$ cat src/logic/decodePkg.sv
// Instruction set definitions shared by the decode stage blocks
`default_nettype none

package decodePkg;

	// ==================================================
	// Widths
	// ==================================================
	localparam int InstrWidth = 48;
	localparam int DefaultValueWidth = 64;

	typedef logic [InstrWidth-1:0] Instruction;
	typedef logic [4:0] RegIdx;

	// ==================================================
	// Field positions
	// ==================================================
	localparam int RtLsb = 9;
	localparam int RaLsb = 14;
	localparam int RbLsb = 19;
	localparam int RcLsb = 24;
	localparam int FuncLsb = 29;
	localparam int FuncWidth = 7;
	localparam int ImmRiLsb = 35;
	localparam int ImmRiWidth = 13;
	// RIL immediate and memory displacement share this field
	localparam int ImmRilLsb = 19;
	localparam int ImmRilWidth = 29;
	localparam int ShAmtLsb = 19;
	localparam int ShAmtWidth = 6;

	// ==================================================
	// Opcodes and functions
	// ==================================================
	typedef enum logic [7:0] {
		R2 = 8'h02, R3 = 8'h03,
		ADDI = 8'h04, CMPI = 8'h05, SLTI = 8'h06, MULI = 8'h07,
		DIVI = 8'h08, ANDI = 8'h09, ORI = 8'h0A, XORI = 8'h0B,
		SLLI = 8'h0C, SRLI = 8'h0D, SRAI = 8'h0E,
		ADDIL = 8'h14, ANDIL = 8'h19, ORIL = 8'h1A, XORIL = 8'h1B,
		JMP = 8'h20, BRA = 8'h21,
		JEQ = 8'h26, JNE = 8'h27, JLT = 8'h28, JGE = 8'h29,
		JEQZ = 8'h2A, JNEZ = 8'h2B, RTS = 8'h2C,
		// Prefix pairs, B form has bit 0 set
		EXI8 = 8'h50, EXI8B = 8'h51,
		EXI24 = 8'h52, EXI24B = 8'h53,
		EXI40 = 8'h54, EXI40B = 8'h55,
		LDB = 8'h80, LDBU = 8'h81, LDW = 8'h82, LDWU = 8'h83,
		LDT = 8'h84, LDTU = 8'h85, LDO = 8'h86,
		STB = 8'h90, STW = 8'h91, STT = 8'h92, STO = 8'h93
	} Opcode;

	typedef enum logic [FuncWidth-1:0] {
		ADD = 7'h04,
		SUB = 7'h05,
		AND = 7'h08,
		OR = 7'h09,
		MUL = 7'h10,
		DIV = 7'h13
	} R2Func;

	typedef enum logic [1:0] {
		Byte = 2'd0,
		Wyde = 2'd1,
		Tetra = 2'd2,
		Octa = 2'd3
	} MemSize;

	// Size of a pending prefix payload
	typedef enum logic [1:0] {
		Exi8 = 2'd0,
		Exi24 = 2'd1,
		Exi40 = 2'd2
	} ExiWidth;

endpackage

`default_nettype wire
$ cat src/logic/decodeStage.sv
// Registered instruction decode stage for 48-bit instruction words
`timescale 1ns/1ns
`default_nettype none

module decodeStage import decodePkg::*; #(
	parameter int ValueWidth = DefaultValueWidth
) (
	input wire logic clk,
	input wire logic rst,
	input wire logic irValid,
	input wire Instruction ir,
	output logic decoValid,
	output RegIdx ra,
	output RegIdx rb,
	output RegIdx rc,
	output RegIdx rt,
	output logic rfWrite,
	output logic [ValueWidth-1:0] imm,
	output logic isExi,
	output logic load,
	output logic store,
	output logic loadZeroExt,
	output MemSize memSize,
	output logic multiCycle,
	output logic jmp,
	output logic jxx,
	output logic jxz,
	output logic bra,
	output logic rts,
	output logic flowChange,
	output logic [ValueWidth-1:0] branchDisp
);

	logic exiNow;
	logic prefixPending;
	logic [39:0] prefixPayload;
	ExiWidth prefixWidthSel;
	RegIdx decRa, decRb, decRc, decRt;
	logic decRfWrite;
	logic [ValueWidth-1:0] decImm;
	logic decLoad, decStore, decLoadZeroExt, decMultiCycle;
	MemSize decMemSize;
	logic decJmp, decJxx, decJxz, decBra, decRts, decFlowChange;
	logic [ValueWidth-1:0] decBranchDisp;

	// ==================================================
	// Decoders
	// ==================================================
	prefixTracker prefixTracker_i (
		.clk(clk), .rst(rst), .irValid(irValid), .ir(ir),
		.isExi(exiNow), .prefixPending(prefixPending),
		.prefixPayload(prefixPayload), .prefixWidthSel(prefixWidthSel)
	);

	regFieldDecoder regFieldDecoder_i (
		.ir(ir), .isExi(exiNow),
		.ra(decRa), .rb(decRb), .rc(decRc), .rt(decRt), .rfWrite(decRfWrite)
	);

	immediateGenerator #(.ValueWidth(ValueWidth)) immediateGenerator_i (
		.ir(ir), .prefixPending(prefixPending), .prefixPayload(prefixPayload),
		.prefixWidthSel(prefixWidthSel), .imm(decImm)
	);

	memOpClassifier memOpClassifier_i (
		.ir(ir), .load(decLoad), .store(decStore), .loadZeroExt(decLoadZeroExt),
		.memSize(decMemSize), .multiCycle(decMultiCycle)
	);

	flowDecoder #(.ValueWidth(ValueWidth)) flowDecoder_i (
		.ir(ir), .jmp(decJmp), .jxx(decJxx), .jxz(decJxz), .bra(decBra),
		.rts(decRts), .flowChange(decFlowChange), .branchDisp(decBranchDisp)
	);

	// ==================================================
	// Output registers
	// ==================================================
	always_ff @(posedge clk)
	begin
		if (rst)
		begin
			decoValid <= 1'b0;
			rfWrite <= 1'b0;
			isExi <= 1'b0;
			load <= 1'b0;
			store <= 1'b0;
			loadZeroExt <= 1'b0;
			multiCycle <= 1'b0;
			jmp <= 1'b0;
			jxx <= 1'b0;
			jxz <= 1'b0;
			bra <= 1'b0;
			rts <= 1'b0;
			flowChange <= 1'b0;
		end
		else
		begin
			decoValid <= irValid;
			if (irValid)
			begin
				rfWrite <= decRfWrite;
				isExi <= exiNow;
				load <= decLoad;
				store <= decStore;
				loadZeroExt <= decLoadZeroExt;
				multiCycle <= decMultiCycle;
				jmp <= decJmp;
				jxx <= decJxx;
				jxz <= decJxz;
				bra <= decBra;
				rts <= decRts;
				flowChange <= decFlowChange;
			end
		end
	end

	// Data fields just follow the accepted word
	always_ff @(posedge clk)
	begin
		if (irValid)
		begin
			ra <= decRa;
			rb <= decRb;
			rc <= decRc;
			rt <= decRt;
			imm <= decImm;
			memSize <= decMemSize;
			branchDisp <= decBranchDisp;
		end
	end

endmodule

`default_nettype wire

$ cat src/logic/flowDecoder.sv
// Flow change classification and branch displacement extraction
`timescale 1ns/1ns
`default_nettype none

module flowDecoder import decodePkg::*; #(
	parameter int ValueWidth = DefaultValueWidth
) (
	input wire Instruction ir,
	output logic jmp,
	output logic jxx,
	output logic jxz,
	output logic bra,
	output logic rts,
	output logic flowChange,
	output logic [ValueWidth-1:0] branchDisp
);

	Opcode opcode;

	assign opcode = Opcode'(ir[7:0]);

	assign jmp = opcode == JMP;
	assign bra = opcode == BRA;
	assign rts = opcode == RTS;
	assign jxx = (opcode == JEQ) || (opcode == JNE) || (opcode == JLT) || (opcode == JGE);
	assign jxz = (opcode == JEQZ) || (opcode == JNEZ);
	assign flowChange = jmp | jxx | jxz | bra | rts;

	// Displacements count halfwords, so shift left by one
	always_comb
	begin
		if (bra)
			branchDisp = {{(ValueWidth-19){ir[28]}}, ir[28:11], 1'b0};
		else if (jxx)
			branchDisp = {{(ValueWidth-20){ir[47]}}, ir[47:29], 1'b0};
		else if (jxz)
			// Target split around the Ra field
			branchDisp = {{(ValueWidth-16){ir[28]}}, ir[28:19], ir[13:9], 1'b0};
		else if (jmp)
			branchDisp = {{(ValueWidth-40){ir[47]}}, ir[47:9], 1'b0};
		else
			branchDisp = '0;
	end

endmodule

`default_nettype wire

$ cat src/logic/memOpClassifier.sv
// Load and store classification, access size and multi-cycle detection
`timescale 1ns/1ns
`default_nettype none

module memOpClassifier import decodePkg::*; (
	input wire Instruction ir,
	output logic load,
	output logic store,
	output logic loadZeroExt,
	output MemSize memSize,
	output logic multiCycle
);

	Opcode opcode;
	R2Func func;
	logic arithMulti;

	assign opcode = Opcode'(ir[7:0]);
	assign func = R2Func'(ir[FuncLsb +: FuncWidth]);

	always_comb
	begin
		load = 1'b0;
		store = 1'b0;
		loadZeroExt = 1'b0;
		memSize = Octa;
		case (opcode)
		LDB, LDBU, LDW, LDWU, LDT, LDTU, LDO:
			load = 1'b1;
		STB, STW, STT, STO:
			store = 1'b1;
		default:
			;
		endcase
		case (opcode)
		LDBU, LDWU, LDTU:
			loadZeroExt = 1'b1;
		default:
			;
		endcase
		case (opcode)
		LDB, LDBU, STB:		memSize = Byte;
		LDW, LDWU, STW:		memSize = Wyde;
		LDT, LDTU, STT:		memSize = Tetra;
		default:			memSize = Octa;
		endcase
	end

	// Multiply and divide go to the iterative unit
	always_comb
	begin
		case (opcode)
		MULI, DIVI:
			arithMulti = 1'b1;
		R2:
			arithMulti = (func == MUL) || (func == DIV);
		default:
			arithMulti = 1'b0;
		endcase
	end

	assign multiCycle = arithMulti | load | store;

endmodule

`default_nettype wire

$ cat src/logic/immediateGenerator.sv
// Immediate constant builder with EXI prefix extension
`timescale 1ns/1ns
`default_nettype none

module immediateGenerator import decodePkg::*; #(
	parameter int ValueWidth = DefaultValueWidth
) (
	input wire Instruction ir,
	input wire logic prefixPending,
	input wire logic [39:0] prefixPayload,
	input wire ExiWidth prefixWidthSel,
	output logic [ValueWidth-1:0] imm
);

	// Prefix payload lands above the low 24 bits
	localparam int ExtWidth = ValueWidth - 24;

	Opcode opcode;
	logic [ImmRiWidth-1:0] riImm;
	logic [ImmRilWidth-1:0] rilImm;
	logic [ShAmtWidth-1:0] shAmt;
	logic [ValueWidth-1:0] baseImm;
	logic [ExtWidth-1:0] extPayload;

	assign opcode = Opcode'(ir[7:0]);
	assign riImm = ir[ImmRiLsb +: ImmRiWidth];
	assign rilImm = ir[ImmRilLsb +: ImmRilWidth];
	assign shAmt = ir[ShAmtLsb +: ShAmtWidth];

	always_comb
	begin
		case (opcode)
		ADDI, CMPI, SLTI, MULI, DIVI:
			baseImm = {{(ValueWidth-ImmRiWidth){riImm[ImmRiWidth-1]}}, riImm};
		// Ones to the left so the mask keeps the upper bits
		ANDI:
			baseImm = {{(ValueWidth-ImmRiWidth){1'b1}}, riImm};
		ORI, XORI:
			baseImm = {{(ValueWidth-ImmRiWidth){1'b0}}, riImm};
		ADDIL:
			baseImm = {{(ValueWidth-ImmRilWidth){rilImm[ImmRilWidth-1]}}, rilImm};
		ANDIL:
			baseImm = {{(ValueWidth-ImmRilWidth){1'b1}}, rilImm};
		ORIL, XORIL:
			baseImm = {{(ValueWidth-ImmRilWidth){1'b0}}, rilImm};
		// Memory displacement
		LDB, LDBU, LDW, LDWU, LDT, LDTU, LDO,
		STB, STW, STT, STO:
			baseImm = {{(ValueWidth-ImmRilWidth){rilImm[ImmRilWidth-1]}}, rilImm};
		SLLI, SRLI, SRAI:
			baseImm = {{(ValueWidth-ShAmtWidth){1'b0}}, shAmt};
		default:
			baseImm = '0;
		endcase
	end

	// Sign extend the payload from its own top bit
	always_comb
	begin
		case (prefixWidthSel)
		Exi8:
			extPayload = ExtWidth'($signed(prefixPayload[7:0]));
		Exi24:
			extPayload = ExtWidth'($signed(prefixPayload[23:0]));
		default:
			extPayload = ExtWidth'($signed(prefixPayload));
		endcase
	end

	assign imm = prefixPending ? {extPayload, baseImm[23:0]} : baseImm;

endmodule

`default_nettype wire

$ cat src/logic/regFieldDecoder.sv
// Register specifier extraction and register file write enable
`timescale 1ns/1ns
`default_nettype none

module regFieldDecoder import decodePkg::*; (
	input wire Instruction ir,
	input wire logic isExi,
	output RegIdx ra,
	output RegIdx rb,
	output RegIdx rc,
	output RegIdx rt,
	output logic rfWrite
);

	Opcode opcode;

	assign opcode = Opcode'(ir[7:0]);

	assign ra = ir[RaLsb +: $bits(RegIdx)];
	assign rb = ir[RbLsb +: $bits(RegIdx)];

	always_comb
	begin
		// Stores carry the source register in the Rt slot
		case (opcode)
		STB, STW, STT, STO:
			rc = ir[RtLsb +: $bits(RegIdx)];
		default:
			rc = ir[RcLsb +: $bits(RegIdx)];
		endcase

		// No target for stores and flow changes
		case (opcode)
		STB, STW, STT, STO,
		JMP, BRA, JEQ, JNE, JLT, JGE, JEQZ, JNEZ, RTS:
			rt = '0;
		default:
			rt = isExi ? '0 : ir[RtLsb +: $bits(RegIdx)];
		endcase

		case (opcode)
		R2, R3:
			rfWrite = 1'b1;
		ADDI, CMPI, SLTI, MULI, DIVI, ANDI, ORI, XORI:
			rfWrite = 1'b1;
		ADDIL, ANDIL, ORIL, XORIL:
			rfWrite = 1'b1;
		SLLI, SRLI, SRAI:
			rfWrite = 1'b1;
		LDB, LDBU, LDW, LDWU, LDT, LDTU, LDO:
			rfWrite = 1'b1;
		default:
			rfWrite = 1'b0;
		endcase
		if (isExi)
			rfWrite = 1'b0;
	end

endmodule

`default_nettype wire

$ cat src/logic/prefixTracker.sv
// EXI prefix detection and storage of the pending extension payload
`timescale 1ns/1ns
`default_nettype none

module prefixTracker import decodePkg::*; (
	input wire logic clk,
	input wire logic rst,
	input wire logic irValid,
	input wire Instruction ir,
	output logic isExi,
	output logic prefixPending,
	output logic [39:0] prefixPayload,
	output ExiWidth prefixWidthSel
);

	Opcode opcode;
	ExiWidth curWidth;
	logic [39:0] curPayload;

	assign opcode = Opcode'(ir[7:0]);

	// Payload is the field above the opcode with opcode bit 0 appended
	always_comb
	begin
		isExi = 1'b1;
		curWidth = Exi40;
		curPayload = {ir[47:9], ir[0]};
		case (opcode)
		EXI8, EXI8B:
		begin
			curWidth = Exi8;
			curPayload = {32'd0, ir[15:9], ir[0]};
		end
		EXI24, EXI24B:
		begin
			curWidth = Exi24;
			curPayload = {16'd0, ir[31:9], ir[0]};
		end
		EXI40, EXI40B:
			curWidth = Exi40;
		default:
			isExi = 1'b0;
		endcase
	end

	// Any accepted word replaces or consumes the prefix
	always_ff @(posedge clk)
	begin
		if (rst)
		begin
			prefixPending <= 1'b0;
			prefixWidthSel <= Exi8;
		end
		else if (irValid)
		begin
			prefixPending <= isExi;
			if (isExi)
				prefixWidthSel <= curWidth;
		end
	end

	always_ff @(posedge clk)
	begin
		if (irValid && isExi)
			prefixPayload <= curPayload;
	end

endmodule

`default_nettype wire

$ cat config.mk
export PLATFORM = sky130hd
export DESIGN_NAME = decodeStage
export DESIGN_NICKNAME = d
export VERILOG_FILES = /design/src/logic/decodePkg.sv /design/src/logic/decodeStage.sv /design/src/logic/flowDecoder.sv /design/src/logic/memOpClassifier.sv /design/src/logic/immediateGenerator.sv /design/src/logic/regFieldDecoder.sv /design/src/logic/prefixTracker.sv
export SDC_FILE = /design/constraint.sdc
export NUM_CORES = 1
export LEC_CHECK = 0
export BUFFER_PORTS_ARGS = -buffer_cell sky130_fd_sc_hd__buf_2
export CAP_MARGIN = 30
export CORE_MARGIN = 10
export CORE_UTILIZATION = 47
export CTS_BUF_LIST = sky130_fd_sc_hd__clkbuf_8
export CTS_CLUSTER_DIAMETER = 30
export DETAILED_ROUTE_END_ITERATION = 8
export HOLD_SLACK_MARGIN = 0.15
export PLACE_DENSITY = 0.84
export SYNTH_ARGS = -nofsm -noshare
export SYNTH_HDL_FRONTEND = slang
export SYNTH_SLANG_ARGS = --single-unit
$ cat constraint.sdc
create_clock -name clk -period 4.8 [get_ports clk]
set_input_delay 0.72 -clock clk [delete_from_list [all_inputs] [get_ports clk]]
set_output_delay 0.72 -clock clk [all_outputs]
set_load 0.01 [all_outputs]
* Yosys cells after proc, flatten, opt, wreduce, memory -nomap -nowiden
Index checks and enable logic that the tools add are counted.
Storage, ports and cells: flip-flop bits (word level) 205, bits of input ports 51
Cells by class: equal/unequal tests 46, muxes and demuxes 18, bitwise logic cells 6, reduce and logical (&&, ||, !) cells 26
Operator list (number):
- one-hot mux 64 bit (7 select lines) | 1
- two-way mux 64 bit | 5
- one-hot mux 40 bit (2 select lines) | 2
- == test 8 bit, second input constant | 11
- == test 8 x 6 -> 1 bit, second input constant | 9
- == test 8 x 4 -> 1 bit, second input constant | 7
- == test 8 x 7 -> 1 bit, second input constant | 6
- == test 8 x 3 -> 1 bit, second input constant | 4
- == test 8 x 5 -> 1 bit, second input constant | 4
- OR reduction 24 bit | 1
- OR reduction 3 bit | 6
- == test 8 x 2 -> 1 bit, second input constant | 2
- == test 7 x 5 -> 1 bit, second input constant | 2
- OR reduction 14 bit | 1
- OR reduction 12 bit | 1
- OR reduction 2 bit | 5
- OR reduction 7 bit | 1
- two-way mux 1 bit | 6
- bitwise OR 1 bit | 6
- one-hot mux 2 bit (3 select lines) | 1
- OR reduction 6 bit | 1
- logical OR 1 bit | 5
- two-way mux 5 bit | 1
- OR reduction 5 bit | 1
- other kinds (7) | 7

* Logic depth before layout (Yosys ltp)
depth in word-level cells 8, depth in mapped cells 8

* Modules after synthesis
Synthesis repeated with hierarchy kept, for this count alone.
Unflattened totals: cells, all modules 700, area total of the unflattened synthesis 9223.8 um^2
Modules (own cells, without submodules):
- decodeStage | instances 1, cells an instance 191, area each 4972.3 um^2
- prefixTracker | instances 1, cells an instance 93, area each 1634.1 um^2
- flowDecoder | instances 1, cells an instance 185, area each 1141.1 um^2
- immediateGenerator | instances 1, cells an instance 168, area each 978.4 um^2
- regFieldDecoder | instances 1, cells an instance 39, area each 317.8 um^2
- memOpClassifier | instances 1, cells an instance 24, area each 180.2 um^2

* Worst setup path before layout
No wires, ideal clock.
path kind input to register, start point input ir[4], end point register imm[53], data pin, library setup time 0.146 ns, data arrival time 2.434 ns, required time 4.654 ns, setup slack 2.220 ns, stages 8, path buffers 3, cells stage by stage buf_4 or4b_1 clkbuf_1 a21o_1 a21o_1 a311o_4 buf_6 o21ai_2
Between the ends: cells in the longest elaborated chain, start to end 4
RTL lines:
- start: declaration | RTL line decodeStage.sv:11 | input wire Instruction ir,
- == test 8 x 5 -> 1 bit (tied with other cells) | RTL line immediateGenerator.sv:32 | case (opcode)
- OR reduction 12 bit (no line) (tied with other cells)
- one-hot mux 64 bit (7 select lines) * | RTL line immediateGenerator.sv:32
- two-way mux 64 bit * | RTL line immediateGenerator.sv:70 | assign imm = prefixPending ? {extPayload, baseImm[23:0]} : baseImm;
- named net decImm[53] | RTL line decodeStage.sv:40 | logic [ValueWidth-1:0] decImm;
- end signal: assignment | RTL line decodeStage.sv:126 | imm <= decImm;
- end: declaration | RTL line decodeStage.sv:18 | output logic [ValueWidth-1:0] imm,
The timed path passes the listed nets; every way through them passes the cells marked *. A chain may end at the register's enable or synchronous reset.

* Final worst setup path
start point input ir[3], end point register imm[63], data pin
The elaborated chain is that of the path after synthesis.

==> metrics.txt <==
# TYPE chip_impl_metric gauge
chip_impl_info{name="run_status",value="finished, final reports clean"} 1
chip_impl_info{name="setup.worst_path.start_class",value="primary input"} 1
chip_impl_metric{name="synth-adder-area-share",unit="%"} 0
chip_impl_metric{name="remaining_drc_errors",unit=""} 0
chip_impl_metric{name="synthesis.area_per_instance",unit="um2"} 12.8
chip_impl_metric{name="initial_utilization",unit="%"} 47.7
chip_impl_metric{name="synth_cell_types",unit=""} 51
chip_impl_metric{name="synth-warning-count",unit=""} 0
chip_impl_metric{name="fin_worst_skew",unit="ps"} 9.97
chip_impl_metric{name="irDropWorstVdd",unit="mV"} 0.201
chip_impl_metric{name="power.internal",unit="mW"} 2.30
chip_impl_metric{name="final_hold_viol_count",unit=""} 0
chip_impl_metric{name="drtIter0Drc",unit=""} 403
chip_impl_metric{name="postSynthRegisterBits",unit=""} 180
chip_impl_metric{name="ctsHtreeMaxLevel",unit=""} 4
chip_impl_metric{name="share_comb_of_total_power",unit="%"} 9.8
chip_impl_metric{name="num_antenna_cells",unit=""} 0
chip_impl_metric{name="path_max_fanout",unit=""} 35
chip_impl_metric{name="num_vias",unit=""} 5640
chip_impl_metric{name="synth-compound-area-share",unit="%"} 15.2
chip_impl_metric{name="ant_nets",unit=""} 0
chip_impl_info{name="min-delay-path-class",value="reg -> reg"} 1
chip_impl_metric{name="overflow",unit=""} 0
chip_impl_metric{name="core_region_area",unit="um2"} 16500
chip_impl_metric{name="first_pass_grt_wire_length",unit="mm"} 32.3
chip_impl_metric{name="place.detailed.hpwl",unit="mm"} 15.8
chip_impl_metric{name="leak_pwr",unit="nW"} 4.06
chip_impl_metric{name="netSwitchingPower",unit="mW"} 0.776
chip_impl_metric{name="chipWidth",unit="um"} 149
chip_impl_metric{name="max_freq",unit="MHz"} 371
chip_impl_metric{name="critPathArrivalTime",unit="ps"} 2990
chip_impl_metric{name="layout.filler_cells",unit=""} 1398
chip_impl_metric{name="die_height",unit="um"} 149
chip_impl_metric{name="finalMaxSlewViolations",unit=""} 0
chip_impl_info{name="layout.cells.most_common",value="sky130_fd_sc_hd__buf_2"} 1
chip_impl_metric{name="synth_cells",unit=""} 615
chip_impl_metric{name="place_worst_setup_slack",unit="ps"} 1670
chip_impl_metric{name="groute.usage.overall",unit="%"} 19.2
chip_impl_info{name="synth_top_family_by_area",value="compound AO/OA/AOI/OAI gates"} 1
chip_impl_metric{name="cts.sinks",unit=""} 180
chip_impl_info{name="critical_path.endpoint",value="imm[63]"} 1
chip_impl_metric{name="setup-tns-final",unit="ps"} 0
chip_impl_metric{name="cts_setup_buffers",unit=""} 0
chip_impl_metric{name="grtUsageMet2",unit="%"} 28.9
chip_impl_info{name="final_cell_mix",value="sky130_fd_sc_hd__buf_2 (212), sky130_fd_sc_hd__edfxtp_1 (165), sky130_fd_sc_hd__nand2_1 (66)"} 1
chip_impl_metric{name="grt_pass1_vias",unit=""} 5450
chip_impl_metric{name="switching_share",unit="%"} 25.3
chip_impl_metric{name="seqPwrFrac",unit="%"} 58.7
chip_impl_metric{name="yosys.area_share.simple",unit="%"} 11.7
chip_impl_metric{name="final_core_utilization",unit="%"} 56.2
chip_impl_metric{name="synth_xor_xnor_area_share",unit="%"} 0.111
chip_impl_metric{name="wire_per_inst",unit="um"} 21.6
chip_impl_info{name="tritoncts",value="built"} 1
chip_impl_info{name="setup.worst_path.class",value="in -> reg"} 1
chip_impl_metric{name="power_density",unit="nW/um2"} 331
chip_impl_metric{name="number_of_buffers_added_by_the_clock_tree_synthesis_step",unit=""} 17
chip_impl_info{name="r2r_start",value="prefixTracker_i.prefixWidthSel[0]"} 1
chip_impl_info{name="ys_dominant_reg_cell",value="sky130_fd_sc_hd__edfxtp_1"} 1
chip_impl_metric{name="finalCriticalPeriod",unit="ps"} 2700
chip_impl_metric{name="globalRouteMet3Util",unit="%"} 6.85
chip_impl_metric{name="slew_headroom",unit="%"} 32.8
chip_impl_metric{name="clk_path_buf_depth",unit=""} 2
chip_impl_metric{name="routabilityCongestion",unit=""} 0.854
chip_impl_metric{name="slack_of_the_critical_path",unit="ps"} 2100
chip_impl_metric{name="die_area",unit="um2"} 22300
chip_impl_metric{name="pin_count_of_the_biggest_net_entering_global_routing",unit=""} 112
chip_impl_metric{name="number_of_enable_type_register_cells_in_the_synthesized_netlist",unit=""} 165
chip_impl_metric{name="wirelength",unit="mm"} 22.1
chip_impl_metric{name="final.period_utilization",unit="%"} 56.2
chip_impl_metric{name="design.final.nets",unit=""} 841
chip_impl_info{name="worstSetupEndpointType",value="flip-flop"} 1
chip_impl_metric{name="placement_rows",unit=""} 47
chip_impl_metric{name="required",unit="ps"} 5090
chip_impl_metric{name="report.final.setup_viol",unit=""} 0
chip_impl_metric{name="regToRegSetupSlack",unit="ps"} 2800
chip_impl_metric{name="post_route_cells_drive_above_1_share",unit="%"} 33.8
chip_impl_info{name="grt_setup_unrepaired",value="false"} 1
chip_impl_metric{name="syn2layout_area_growth",unit="%"} 17.9
chip_impl_info{name="timing.rr.end",value="imm[63]"} 1
chip_impl_metric{name="use_met1",unit="%"} 24.2
chip_impl_metric{name="proportion_of_register_bits_with_asynchronous_set_or_reset_after_synthesis",unit="%"} 0
chip_impl_metric{name="cap_viol_max_count",unit=""} 0
chip_impl_metric{name="design.portCount",unit=""} 214
chip_impl_metric{name="power_frac_clock",unit="%"} 31.5
chip_impl_metric{name="clk_transition_reported_paths",unit="ps"} 90
chip_impl_info{name="clockRootBuffer",value="sky130_fd_sc_hd__clkbuf_8"} 1
chip_impl_metric{name="worst-r2r-cell-count",unit=""} 4
chip_impl_metric{name="synth-seq-area-share",unit="%"} 66.7
chip_impl_info{name="crit_start",value="ir[3]"} 1
chip_impl_metric{name="initial_antenna_violation_count",unit=""} 0
chip_impl_metric{name="ctsHoldBuffers",unit=""} 0
chip_impl_metric{name="muxShareOfSynthArea",unit="%"} 0.778
chip_impl_info{name="busiest_grt_layer",value="met2"} 1
chip_impl_metric{name="synth_area",unit="um2"} 7880
chip_impl_metric{name="post_drt_via_cell_ratio",unit=""} 5.52
chip_impl_metric{name="clock_insertion_delay_worst_skew",unit="ps"} 460
chip_impl_metric{name="router_iterations_before_antenna_repair",unit=""} 8
chip_impl_metric{name="mappedNetlistNets",unit=""} 666
chip_impl_metric{name="tightestPinTransition",unit="ps"} 1000
chip_impl_metric{name="cts.repair.resized",unit=""} 0
chip_impl_metric{name="numPortBuffers",unit=""} 211
==> power by group through the flow <==
| stage | Combinational, mW | Sequential [mW] | Clock (mW) |
|---|---|---|---|
| after floorplan | 0.0921 | 1.88 | 0 |
| after global placement | 0.297 | 1.84 | 0 |
| after detailed placement | 0.300 | 1.84 | 0 |
| after CTS | 0.301 | 1.80 | 0.986 |
| after global routing | 0.322 | 1.81 | 1.05 |
| final | 0.300 | 1.80 | 0.969 |
==> routing by layer <==
metal  wire length, um  part of all wire, %
met5                 0                    0
met4               783                  3.5
met1              8620                   39
met2             10200                   46
met3              2530                   11
==> worst min-delay path by stage <==
stage                startpoint                                to  slack, ps  cells past startpoint
floorplan           loadZeroExt                       loadZeroExt        480                      2
global placement    loadZeroExt                       loadZeroExt        450                      2
detailed placement  loadZeroExt                       loadZeroExt        450                      2
CTS                 loadZeroExt                       loadZeroExt        460                      2
global route             ir[10]  prefixTracker_i.prefixPayload[2]        480                      1
finish              loadZeroExt                       loadZeroExt        460                      2
==> cell usage after synthesis, drive strengths merged, types with 3 or more instances <==
library cell / count / area share [%]
a211oi: 5 / 0.48
a21o: 34 / 3.2
a21oi: 13 / 0.83
a222oi: 14 / 1.8
a22o: 13 / 1.4
a22oi: 8 / 0.76
and2: 17 / 1.4
and3: 4 / 0.32
buf: 37 / 3.4
clkbuf: 29 / 1.4
dfxtp: 15 / 3.8
edfxtp: 165 / 63
inv: 13 / 0.62
mux2i: 5 / 0.64
nand2: 66 / 3.1
nand2b: 7 / 0.56
nand3: 9 / 0.64
nand4: 5 / 0.40
nor2: 34 / 1.6
nor2b: 22 / 1.7
nor3: 3 / 0.19
nor3b: 4 / 0.38
o21a: 19 / 1.8
o21ai: 44 / 3.3
or4b: 3 / 0.38
==> registers in the layout (all words and copies together) (netlist names), 2 cells and up <==
signal	cells
memSize	2
prefixTracker_i.prefixPayload	40
rb	5
rt	5
ra	5
branchDisp	39
rc	5
prefixTracker_i.prefixWidthSel	2
imm	64
==> critical path: stages <==
cell and delay, ps:
sky130_fd_sc_hd__buf_2 210, sky130_fd_sc_hd__nor2_1 390, sky130_fd_sc_hd__nand3_1 570, sky130_fd_sc_hd__o31a_1 330, sky130_fd_sc_hd__a311o_4 570, sky130_fd_sc_hd__o21ai_0 180
==> stage by stage <==
step                      total power, mW  instance area (um2)  instances  hold WS, ps
final                                3.07                 9290       1022          464
after global routing                 3.19                 9290       1022          478
after CTS                            3.09                 9290       1021          465
after detailed placement             2.14                 8920        990          451
after global placement               2.13                 8920        989          447
after floorplan                      1.97                 7880        615          484
==> cells by family after synthesis <==
group,Yosys count
buf+inv,80
flops,180
mux,6
compound gates,164
other cells,1
simple gates,183
xor+xnor,1
==> area by class of cell <==
type,instances,area [um2],area share [%]
Timing Repair Buffer,222,1150,12.4
Clock inverter,14,128,1.37
Inverter,14,52.6,0.566
Tap cell,220,275,2.96
Multi-Input combinational cell,355,2190,23.6
Clock buffer,17,234,2.52
Sequential cell,180,5260,56.6
No activity file was read; power rests on OpenSTA's default activity.
